File: config.mk
export PLATFORM = sky130hd
export DESIGN_NAME = dcache_top
export DESIGN_NICKNAME = d
export VERILOG_FILES = /design/src/hdl/dcache_pkg.sv /design/src/hdl/dcache_ram_if.sv /design/src/hdl/dcache_top.sv /design/src/hdl/dcache_stats.sv /design/src/hdl/dcache_ctrl.sv /design/src/hdl/dcache_line_ram.sv
export SDC_FILE = /design/constraint.sdc
export NUM_CORES = 1
export LEC_CHECK = 0
export BUFFER_PORTS_ARGS = -buffer_cell sky130_fd_sc_hd__buf_4
export CAP_MARGIN = 25
export CORE_ASPECT_RATIO = 0.9
export CORE_MARGIN = 2
export CORE_UTILIZATION = 62
export CTS_BUF_LIST = sky130_fd_sc_hd__clkbuf_8
export DETAILED_ROUTE_END_ITERATION = 6
export GPL_TIMING_DRIVEN = 1
export PLACE_DENSITY_LB_ADDON = 0.1
export RECOVER_POWER = 25
export REMOVE_ABC_BUFFERS = 1
export SLEW_MARGIN = 40
export SYNTH_ARGS = -nofsm -noshare
export SYNTH_HDL_FRONTEND = slang
export SYNTH_SLANG_ARGS = --single-unit
File: constraint.sdc
create_clock -name i_clock -period 11.2 [get_ports i_clock]
set_clock_uncertainty 0.1 [all_clocks]
set_input_delay 1.12 -clock i_clock [delete_from_list [all_inputs] [get_ports i_clock]]
set_output_delay 1.12 -clock i_clock [all_outputs]
set_load 0.02 [all_outputs]
File: src/hdl/dcache_pkg.sv
/*
  Data cache package: geometry, controller state encodings,
  line entry union and the empty entry constant
*/
package dcache_pkg;

	// Geometry
	localparam int index_bits = 4;
	localparam int line_count = 1 << index_bits;

	// Controller states
	localparam int state_bits = 4;
	localparam logic [state_bits-1:0] state_idle          = 4'd0;
	localparam logic [state_bits-1:0] state_flush_setup   = 4'd1;
	localparam logic [state_bits-1:0] state_flush_check   = 4'd2;
	localparam logic [state_bits-1:0] state_flush_write   = 4'd3;
	localparam logic [state_bits-1:0] state_flush_next    = 4'd4;
	localparam logic [state_bits-1:0] state_pass_through  = 4'd5;
	localparam logic [state_bits-1:0] state_write_setup   = 4'd6;
	localparam logic [state_bits-1:0] state_write_wait    = 4'd7;
	localparam logic [state_bits-1:0] state_read_setup    = 4'd8;
	localparam logic [state_bits-1:0] state_read_wb_wait  = 4'd9;
	localparam logic [state_bits-1:0] state_read_bus_wait = 4'd10;
	localparam logic [state_bits-1:0] state_initialize    = 4'd11;

	// One cache line, seen as a raw word by the store and as fields by the controller
	typedef union packed {
		logic [63:0] raw;
		struct packed {
			logic [31:0] data;
			logic [29:0] word_address;
			logic        dirty;
			logic        valid;
		} fields;
	} entry_t;

	// Invalid and clean
	localparam entry_t entry_empty = '0;

endpackage
File: src/hdl/dcache_ram_if.sv
/*
  Port between the cache controller and the line store
*/
`timescale 1ns/1ps

interface dcache_ram_if import dcache_pkg::*; ();

	logic                  write;
	logic [index_bits-1:0] index;
	entry_t                wdata;
	// Entry at the index of the previous cycle
	entry_t                rdata;

	modport ctrl (
		output write,
		output index,
		output wdata,
		input  rdata
	);

	modport store (
		input  write,
		input  index,
		input  wdata,
		output rdata
	);

endinterface

File: src/hdl/dcache_top.sv
/*
  Data cache top level: controller, line store and debug counters
*/
`timescale 1ns/1ps

module dcache_top (
	input  logic        i_clock,
	input  logic        i_reset,

	// Core port
	input  logic        i_request,
	input  logic        i_rw,
	input  logic        i_flush,
	input  logic        i_cacheable,
	input  logic [31:0] i_address,
	input  logic [31:0] i_wdata,
	output logic        o_ready,
	output logic [31:0] o_rdata,

	// Bus port
	output logic        o_bus_request,
	output logic        o_bus_rw,
	output logic [31:0] o_bus_address,
	output logic [31:0] o_bus_wdata,
	input  logic        i_bus_ready,
	input  logic [31:0] i_bus_rdata,

	// Debug
	output logic [31:0] o_hit,
	output logic [31:0] o_miss
);

	logic hit_pulse;
	logic miss_pulse;

	dcache_ram_if ram_if ();

	dcache_ctrl ctrl_i (
		.i_clock       (i_clock),
		.i_reset       (i_reset),
		.i_request     (i_request),
		.i_rw          (i_rw),
		.i_flush       (i_flush),
		.i_cacheable   (i_cacheable),
		.i_address     (i_address),
		.i_wdata       (i_wdata),
		.o_ready       (o_ready),
		.o_rdata       (o_rdata),
		.o_bus_request (o_bus_request),
		.o_bus_rw      (o_bus_rw),
		.o_bus_address (o_bus_address),
		.o_bus_wdata   (o_bus_wdata),
		.i_bus_ready   (i_bus_ready),
		.i_bus_rdata   (i_bus_rdata),
		.ram           (ram_if.ctrl),
		.o_hit_pulse   (hit_pulse),
		.o_miss_pulse  (miss_pulse)
	);

	dcache_line_ram line_ram_i (
		.i_clock (i_clock),
		.ram     (ram_if.store)
	);

	dcache_stats stats_i (
		.i_clock      (i_clock),
		.i_reset      (i_reset),
		.i_hit_pulse  (hit_pulse),
		.i_miss_pulse (miss_pulse),
		.o_hit        (o_hit),
		.o_miss       (o_miss)
	);

endmodule

File: src/hdl/dcache_stats.sv
/*
  Hit and miss event counters for debug
*/
`timescale 1ns/1ps

module dcache_stats (
	input  logic        i_clock,
	input  logic        i_reset,
	input  logic        i_hit_pulse,
	input  logic        i_miss_pulse,
	output logic [31:0] o_hit,
	output logic [31:0] o_miss
);

	// Both counters wrap around
	always_ff @(posedge i_clock) begin
		if (i_reset) begin
			o_hit <= '0;
			o_miss <= '0;
		end else begin
			if (i_hit_pulse) begin
				o_hit <= o_hit + 32'd1;
			end
			if (i_miss_pulse) begin
				o_miss <= o_miss + 32'd1;
			end
		end
	end

endmodule

File: src/hdl/dcache_ctrl.sv
/*
  Data cache controller: hot line lookup, refill, write-back,
  uncached pass-through, flush sweep and initialization
*/
`timescale 1ns/1ps

module dcache_ctrl import dcache_pkg::*; (
	input  logic        i_clock,
	input  logic        i_reset,

	// Core side
	input  logic        i_request,
	input  logic        i_rw,
	input  logic        i_flush,
	input  logic        i_cacheable,
	input  logic [31:0] i_address,
	input  logic [31:0] i_wdata,
	output logic        o_ready,
	output logic [31:0] o_rdata,

	// Bus side
	output logic        o_bus_request,
	output logic        o_bus_rw,
	output logic [31:0] o_bus_address,
	output logic [31:0] o_bus_wdata,
	input  logic        i_bus_ready,
	input  logic [31:0] i_bus_rdata,

	dcache_ram_if.ctrl  ram,

	output logic        o_hit_pulse,
	output logic        o_miss_pulse
);

	logic [state_bits-1:0] state;
	logic [index_bits:0]   sweep;
	entry_t                line_entry;
	entry_t                new_entry;
	logic                  line_write;
	logic                  sweep_active;
	logic                  addr_match;
	logic                  victim_dirty;
	logic                  idle_accept;

	assign line_entry   = ram.rdata;
	assign addr_match   = line_entry.fields.valid &&
		(line_entry.fields.word_address == i_address[31:2]);
	// Dirty line that holds some other address
	assign victim_dirty = line_entry.fields.dirty && !addr_match;
	// Skip the cycle of our own ready pulse
	assign idle_accept  = i_request && !o_ready;

	assign sweep_active = (state == state_initialize) || (state == state_flush_setup) ||
		(state == state_flush_check) || (state == state_flush_write) ||
		(state == state_flush_next);

	assign ram.index = sweep_active ? sweep[index_bits-1:0] : i_address[index_bits+1:2];
	assign ram.write = line_write;
	assign ram.wdata = new_entry;

	// Line store writes take effect at the same edge as the state change
	always_comb begin
		line_write = 1'b0;
		new_entry.fields.data = i_wdata;
		new_entry.fields.word_address = i_address[31:2];
		new_entry.fields.dirty = 1'b1;
		new_entry.fields.valid = 1'b1;
		case (state)
			state_initialize: begin
				line_write = !sweep[index_bits];
				new_entry = entry_empty;
			end
			state_idle: begin
				line_write = idle_accept && !i_flush && i_cacheable && i_rw && addr_match;
			end
			state_write_setup: begin
				line_write = !victim_dirty;
			end
			state_write_wait: begin
				line_write = i_bus_ready;
			end
			state_read_bus_wait: begin
				line_write = o_bus_request && i_bus_ready;
				new_entry.fields.data = i_bus_rdata;
				new_entry.fields.dirty = 1'b0;
			end
			state_flush_write: begin
				// Same line written back clean
				line_write = i_bus_ready;
				new_entry = line_entry;
				new_entry.fields.dirty = 1'b0;
			end
			default: begin
				line_write = 1'b0;
			end
		endcase
	end

	always_ff @(posedge i_clock) begin
		o_ready <= 1'b0;
		o_hit_pulse <= 1'b0;
		o_miss_pulse <= 1'b0;

		case (state)
			state_idle: begin
				if (idle_accept) begin
					if (i_flush) begin
						sweep <= '0;
						state <= state_flush_setup;
					end else if (!i_cacheable) begin
						o_bus_rw <= i_rw;
						o_bus_address <= i_address;
						o_bus_wdata <= i_wdata;
						o_bus_request <= 1'b1;
						state <= state_pass_through;
					end else if (addr_match) begin
						// Hot line hit on a read or a write
						o_rdata <= line_entry.fields.data;
						o_ready <= 1'b1;
						o_hit_pulse <= 1'b1;
					end else if (i_rw) begin
						state <= state_write_setup;
					end else begin
						state <= state_read_setup;
					end
				end
			end

			// ============================================================
			// Flush sweep
			// ============================================================
			state_flush_setup: begin
				if (sweep[index_bits]) begin
					o_ready <= 1'b1;
					state <= state_idle;
				end else begin
					state <= state_flush_check;
				end
			end
			state_flush_check: begin
				if (line_entry.fields.dirty) begin
					o_bus_rw <= 1'b1;
					o_bus_address <= {line_entry.fields.word_address, 2'b00};
					o_bus_wdata <= line_entry.fields.data;
					o_bus_request <= 1'b1;
					state <= state_flush_write;
				end else begin
					sweep <= sweep + 1'b1;
					state <= state_flush_setup;
				end
			end
			state_flush_write: begin
				if (i_bus_ready) begin
					o_bus_request <= 1'b0;
					state <= state_flush_next;
				end
			end
			state_flush_next: begin
				sweep <= sweep + 1'b1;
				state <= state_flush_setup;
			end

			state_pass_through: begin
				if (i_bus_ready) begin
					o_bus_request <= 1'b0;
					o_rdata <= i_bus_rdata;
					o_ready <= 1'b1;
					state <= state_idle;
				end
			end

			// ============================================================
			// Cached write
			// ============================================================
			state_write_setup: begin
				o_hit_pulse <= addr_match;
				o_miss_pulse <= !addr_match;
				if (victim_dirty) begin
					o_bus_rw <= 1'b1;
					o_bus_address <= {line_entry.fields.word_address, 2'b00};
					o_bus_wdata <= line_entry.fields.data;
					o_bus_request <= 1'b1;
					state <= state_write_wait;
				end else begin
					o_ready <= 1'b1;
					state <= state_idle;
				end
			end
			state_write_wait: begin
				if (i_bus_ready) begin
					o_bus_request <= 1'b0;
					o_ready <= 1'b1;
					state <= state_idle;
				end
			end

			// ============================================================
			// Cached read
			// ============================================================
			state_read_setup: begin
				if (addr_match) begin
					o_rdata <= line_entry.fields.data;
					o_ready <= 1'b1;
					o_hit_pulse <= 1'b1;
					state <= state_idle;
				end else begin
					o_miss_pulse <= 1'b1;
					o_bus_request <= 1'b1;
					if (victim_dirty) begin
						o_bus_rw <= 1'b1;
						o_bus_address <= {line_entry.fields.word_address, 2'b00};
						o_bus_wdata <= line_entry.fields.data;
						state <= state_read_wb_wait;
					end else begin
						o_bus_rw <= 1'b0;
						o_bus_address <= i_address;
						state <= state_read_bus_wait;
					end
				end
			end
			state_read_wb_wait: begin
				if (i_bus_ready) begin
					o_bus_request <= 1'b0;
					state <= state_read_bus_wait;
				end
			end
			state_read_bus_wait: begin
				// After a write-back the fetch starts one cycle later
				if (!o_bus_request) begin
					o_bus_rw <= 1'b0;
					o_bus_address <= i_address;
					o_bus_request <= 1'b1;
				end else if (i_bus_ready) begin
					o_bus_request <= 1'b0;
					o_rdata <= i_bus_rdata;
					o_ready <= 1'b1;
					state <= state_idle;
				end
			end

			state_initialize: begin
				if (!sweep[index_bits]) begin
					sweep <= sweep + 1'b1;
				end else begin
					sweep <= '0;
					state <= state_idle;
				end
			end

			default: begin
				state <= state_idle;
			end
		endcase

		if (i_reset) begin
			state <= state_initialize;
			sweep <= '0;
			o_ready <= 1'b0;
			o_bus_request <= 1'b0;
			o_hit_pulse <= 1'b0;
			o_miss_pulse <= 1'b0;
		end
	end

endmodule

File: src/hdl/dcache_line_ram.sv
/*
  Single-port line store with registered read and synchronous write
*/
`timescale 1ns/1ps

module dcache_line_ram import dcache_pkg::*; (
	input logic         i_clock,
	dcache_ram_if.store ram
);

	logic [63:0] lines [line_count];

	// A write at this edge reaches rdata one cycle later
	always_ff @(posedge i_clock) begin
		if (ram.write) begin
			lines[ram.index] <= ram.wdata.raw;
		end
		ram.rdata.raw <= lines[ram.index];
	end

endmodule

* Word-level counts from Yosys, hierarchy flattened
Memories as Yosys holds them, arrays and structs flattened. A register that Yosys moved wholly into a read port is not among the register bits.
Cells that the tools add are included.
** Word-level totals
- Register bits :: 174
- Bits in latches :: 0
- Memory bits (writable) :: 1024
- ROM bits :: 0
- Memories :: 1
** Memory list
- line_ram_i.lines :: depth 16, width 64, read ports 1, clocked after Yosys merged registers in 1, write ports 1, line dcache_line_ram.sv:11 : logic [63:0] lines [line_count];
** Cells by class
- Add/sub/neg operators :: 3
- Multipliers :: 0
- Div/mod/pow operators :: 0
- Magnitude comparators :: 0
- Equality and inequality tests :: 28
- Shift-type cells :: 0
- Mux-type cells :: 81
- Bitwise logic cells :: 0
- Reduce and logical (&&, ||, !) cells :: 33
** Operator list (count)
- two-way mux 32 bit :: 20
- one-hot mux 32 bit (4 select lines) :: 2
- one-hot mux 32 bit (5 select lines) :: 1
- one-hot mux 32 bit (3 select lines) :: 1
- adder 32 x 1 -> 32 bit, second input constant :: 2
- one-hot mux 30 bit (2 select lines) :: 1
- two-way mux 4 bit :: 12
- one-hot mux 4 bit (11 select lines) :: 1
- equality test 30 bit :: 1
- two-way mux 1 bit :: 27
- two-way mux 5 bit :: 4
- one-hot mux 5 bit (4 select lines) :: 1
- != test 2 bit, second input constant :: 9
- equality test 4 x 3 -> 1 bit, second input constant :: 4
- equality test 4 bit, second input constant :: 4
- AND reduction 8 bit :: 2
- != test 2 x 1 -> 1 bit, second input constant :: 6
- one-hot mux 1 bit (6 select lines) :: 2
- AND reduction 6 bit :: 2
- nonzero test 4 bit :: 3
- one-hot mux 1 bit (5 select lines) :: 2
- equality test 4 x 2 -> 1 bit, second input constant :: 2
- logical AND 1 bit :: 8
- two-way mux 2 bit :: 3
- 16 further kinds :: 25

* Logic depth before layout (Yosys ltp)
- Depth in word-level cells :: 9
- Depth in mapped cells :: 9
- Depth with buffers taken out :: 7

* Hierarchy
Synthesis repeated with hierarchy kept, for this count alone.
** Unflattened totals
- Cells, all modules :: 2654
- Area total of the unflattened synthesis :: 49403.6 µm²
** Modules (own cells, without submodules)
- dcache_line_ram :: instances 1, cells an instance 1648, area an instance 39517.9 µm², seq. area each 32030.7 µm²
- dcache_ctrl :: instances 1, cells an instance 649, area an instance 6816.5 µm², seq. area each 3173.0 µm²
- dcache_stats :: instances 1, cells an instance 357, area an instance 3069.2 µm², seq. area each 1281.2 µm²

* Worst setup path before layout
No wires, ideal clock.
- Path kind :: input-to-reg
- Start point :: input port i_address[4]
- End point :: memory line_ram_i.lines[5][0], enable pin
- Arrival :: 7398 ps
- Required time :: 10519 ps
- Slack :: 3120 ps
- Cell stages on the path :: 8
- Buffers on the path :: 2
- Cells stage by stage :: clkbuf_1 -> xnor2_1 -> nand4_1 -> nor4_1 -> nand2_1 -> o22a_1 -> clkbuf_1 -> a211oi_1
** On the way
- Longest elaborated chain between the ends :: 8
- Elaborated cells between the ends (all ways) :: 10
- Those cells by class :: eq/ne: 1; mux: 4; reduce/logical: 5
** Ends and longest elaborated chain
- from (decl) :: line dcache_top.sv:15 : input logic [31:0] i_address,
- equality test 30 bit :: line dcache_ctrl.sv:47 : (line_entry.fields.word_address == i_address[31:2]);
- logical AND 1 bit :: line dcache_ctrl.sv:46 : assign addr_match = line_entry.fields.valid &&
- zero test 1 bit :: line dcache_ctrl.sv:49 : assign victim_dirty = line_entry.fields.dirty && !addr_match;
- logical AND 1 bit :: line dcache_ctrl.sv:49
- zero test 1 bit :: line dcache_ctrl.sv:77 : line_write = !victim_dirty;
- one-hot mux 1 bit (5 select lines) :: line dcache_ctrl.sv:68 : case (state)
- two-way mux 1 bit :: line dcache_line_ram.sv:15 : if (ram.write) begin
- two-way mux 1 bit (not written as such) :: line dcache_line_ram.sv:16 : lines[ram.index] <= ram.wdata.raw;
- to (decl) :: line dcache_line_ram.sv:11
Parallel ways exist; a longest one is shown, timed or not.

* Final worst setup path
- Start point :: register ctrl_i.state[2]
- End point :: memory line_ram_i.lines[10][44] (data pin)
** On the way
- Longest elaborated chain between the ends :: 2
- Elaborated cells between the ends (all ways) :: 4
- Those cells by class :: eq/ne: 3; mux: 1
** Ends and longest elaborated chain
- from (decl) :: line dcache_ctrl.sv:35 : logic [state_bits-1:0] state;
- from (signal assigned) :: line dcache_ctrl.sv:109 : state <= state_flush_setup;
- from (signal assigned) :: line dcache_ctrl.sv:115 : state <= state_pass_through;
- from (signal assigned) :: line dcache_ctrl.sv:122 : state <= state_write_setup;
- equality test 4 x 2 -> 1 bit / equality test 4 bit (equally long branches) :: line dcache_ctrl.sv:68
- one-hot mux 32 bit (3 select lines) * :: line dcache_ctrl.sv:68
- via ctrl_i.ram.wdata[44] :: line dcache_ram_if.sv:17 : output wdata,
Mark *: on every way through the listed nets, which the timed path passes. The rest lies on a longest branch.

==> results.yml <==
worst_hold_path:
  hold_depth: 2
  min_to: "stats_i.o_miss[22]$_SDFFE_PP0P_"
  hp-class: "reg2reg"
  hold_start: "stats_i.o_miss[22]$_SDFFE_PP0P_"
power_and_ir_drop:
  power_leakage_nw: 20.7
  p_per_area_nw_per_um2: 283
  ir_drop_mv: 0.263
logic_synthesis:
  yosys-top-cells-area: "edfxtp_1 (68%), mux2i_1 (10%), dfxtp_1 (5.7%)"
  seq_area_frac_synth_pct: 73.8
  async_reset_ff_share_pct: 0
  avgSynthCellArea_um2: 16.6
  synth_cell_type_count: 61
  synth_warnings: 0
  synth_enable_flop_cells: 1121
  syn-cell-area_um2: 49400
  synth.top_cell.area_share_pct: 68.1
  synth_area_leader_cell: "edfxtp_1"
  synth-seq-cells: 1262
  synth_ff_type: "edfxtp_1"
  syn_inst: 2969
routing:
  wl_um: 118000
  via_per_inst: 6.27
  drtPass1Iterations: 5
  dr.max_layer_used: "met4"
  drtAntennaViolNets: 0
  drt_iter0_markers: 2978
  wl_met3_um: 10000
  vias: 28441
  wl_per_cell_um: 26.0
  drcViolationCount: 0
  wl_met2_um: 56100
  drt-met1-wl_um: 49100
setup_path:
  crit_fanout: 48
  crit_path_max_incr_delay_ns: 2.06
  r2r-end: "line_ram_i.lines[10][44]$_DFFE_PP_"
  cp_top_family: "buffers and inverters"
  cp_cell_sequence: "clkbuf_1, nand2b_1, nor2_1, clkbuf_1, a31oi_4, clkbuf_1, nand2_1, nand2_1"
  worstPathArrival_ns: 6.61
  crit_buf_inv: 3
  r2r_cells: 8
  cp.required_ns: 11.62
  worstSetupPathType: "reg2reg"
  reg2reg_setup_slack_ns: 5.02
  cp_common_cell: "clkbuf_1"
  start_kind: "register"
  end_kind: "register"
  crit_slowest_cell: "clkbuf_1"
  r2r-start: "ctrl_i.state[2]$_SDFFE_PP0P_"
cts:
  worstSkewPairLatency_ns: 0.83
  clkSlewWorstSetupHoldPaths_ns: 0.06
  cts.sinks: 1262
  h-tree-depth: 4
  numCtsBuffers: 189
  cts_setup_buffers: 0
  cts_tree: "yes"
  hold_buffers: 0
  cts-resized-gates: 0
  ctsLongestPathBuffers: 3
  clockRootBuffer: "clkbuf_8"
finish:
  fillers: 5302
  final_nets: 3434
  area_delta_synth_final_pct: 12.6
  drive_above_1_share_pct: 15.3
grt:
  grt_pass1_wl_um: 174000
  grt_max_degree: 123
  antenna_found_initial: 3
  grt_pass1_vias: 28109
  grt_overflow_total: 0
  grt_use_total_pct: 28.6
sta:
  worst_pin_slew_ns: 3.62
  max_freq_ghz: 0.162
  whs_ns: 0.402
  period_needed_ns: 6.18
  fin_tns_setup_ns: 0
  finalHoldViolations: 0
  drv_slew: 396
  period_share_pct: 55.2
  slew_headroom_pct: -141
  rsz0062_at_grt: "no"
  finalSetupViolations: 0
placement:
  io_buffers: 265
  dp_hpwl_um: 63500
  gp_congestion: 0.894
status:
  status: "complete, but fails checks"
  violations: "capacitance limit, slew limit"
die:
  ios: 266
  start_util_pct: 62.4
  dieHeight_um: 272
  dieArea_um2: 82000
  die_w_um: 302
  coreArea_um2: 79200
  row_count: 98
flow_run:
  drv_cap: 11
## per-stage QoR
stage | total power [mW] | std cells | setup slack, ns | utilization (%) | area, µm²
finish | 15.7 | 4537 | 5.02 | 70.2 | 55600
detailed placement | 12.4 | 4183 | 5.29 | 66.5 | 52700
CTS | 15.8 | 4531 | 5.81 | 71.0 | 56200
global route | 16.4 | 4535 | 4.62 | 70.2 | 55600
global placement | 12.2 | 4180 | 4.87 | 66.4 | 52600
floorplan | 11.3 | 2804 | -65.91 | - | 48500
## area by class of cell
| type | instances | area, µm² | share of cell area, % |
|---|---|---|---|
| clock buffer | 209 | 2880 | 5.17 |
| inverter | 12 | 45.0 | 0.0810 |
| multi-input combinational | 1530 | 12300 | 22.1 |
| antenna | 3 | 7.51 | 0.0135 |
| tap | 1050 | 1310 | 2.36 |
| sequential | 1262 | 36500 | 65.6 |
| clock inverter | 139 | 654 | 1.18 |
| timing repair buffer | 332 | 1960 | 3.53 |
## registers in the layout, indices dropped and copies added, names as in the netlist
name	count
ctrl_i.o_bus_wdata	32
ctrl_i.o_bus_address	32
ctrl_i.sweep	5
ctrl_i.o_rdata	32
ctrl_i.o_ready	1
ctrl_i.o_miss_pulse	1
stats_i.o_miss	32
line_ram_i.ram.rdata	64
stats_i.o_hit	32
line_ram_i.lines	1024
ctrl_i.o_bus_rw	1
ctrl_i.state	4
ctrl_i.o_bus_request	1
ctrl_i.o_hit_pulse	1
## worst reg2reg max path, stage by stage (launching register included)
cell and delay (ns):
dfxtp_1 0.30, clkbuf_1 0.82, nand2b_1 0.44, nor2_1 0.15, clkbuf_1 0.86, a31oi_4 0.46, clkbuf_1 2.06, nand2_1 0.17
nand2_1 0.54
## synth_stat cells (9+ instances only)
cell and instances:
a211oi_1 18, a21oi_1 26, a22o_1 30, a22oi_1 35, and3_1 9, buf_2 64, buf_4 33, buf_6 14
clkbuf_1 50, dfxtp_1 141, edfxtp_1 1121, inv_1 11, mux2_2 95, mux2i_1 518, nand2_1 110, nand2b_1 12
nand3_1 37, nand4_1 22, nor2_1 87, nor3_1 12, o21ai_0 23, o22ai_1 258, or3_1 10, or4_1 64
xnor2_1 42, xor2_1 43
## cells by family (layout without fill, tap and decap cells)
group                    after synthesis  after routing  synth area share (%)
AO/OA/AOI/OAI                        423            423                  5.66
XOR/XNOR                              85             85                  1.51
adder cells (fa/ha/maj)                4              4                 0.101
buffers and inverters                177            692                  1.97
flip-flops                          1262           1262                  73.8
multiplexers                         615            615                  12.7
other                                  0              3                     0
AND/OR/NAND/NOR                      403            403                  4.20
## placed cells by master, fill, tap and decap left out, types with 5 or more instances in the layout
cell type,count
a211oi_4,15
a21oi_1,24
a22o_1,30
a22oi_1,35
and2_1,7
and3_1,9
and4_1,8
buf_4,137
buf_6,17
clkbuf_1,174
clkbuf_8,210
clkinv_1,24
clkinv_2,17
dfxtp_1,141
edfxtp_1,1121
inv_1,98
mux2_2,92
mux2i_1,518
nand2_1,109
nand2b_1,12
nand3_1,37
nand4_1,22
nor2_1,85
nor3_1,12
o21ai_0,23
o22ai_1,258
or2_2,5
or3_1,10
or4_1,64
xnor2_1,42
xor2_1,43
## routing by layer
layer / global-route usage (%) / vias to the layer above
met3: 5.28 / 217
met2: 45.1 / 1324
met4: 8.36 / 0
met5: 0 / -
met1: 41.4 / 14382
li1: - / 12518
## worst max path at each step
stage               cells past startpoint                         start  slack (ns)                            endpoint
floorplan                               4  ctrl_i.state[1]$_SDFFE_PP1P_      -65.91    line_ram_i.lines[2][0]$_DFFE_PP_
global placement                        8                 i_address[30]        4.87  line_ram_i.lines[10][38]$_DFFE_PP_
detailed placement                      9                 i_address[16]        5.29   line_ram_i.lines[9][50]$_DFFE_PP_
CTS                                    10  ctrl_i.state[3]$_SDFFE_PP1P_        5.81    line_ram_i.ram.rdata[59]$_DFF_P_
global route                            8  ctrl_i.state[2]$_SDFFE_PP0P_        4.62   line_ram_i.lines[4][48]$_DFFE_PP_
finish                                  8  ctrl_i.state[2]$_SDFFE_PP0P_        5.02  line_ram_i.lines[10][44]$_DFFE_PP_
## report_power, final
group	internal [mW]	switching, mW	total, mW
sequential	6.61	0.267	6.88
combinational	1.93	3.49	5.41
clock	1.76	1.69	3.45
Note: power is estimated with default switching activity, not from simulation.
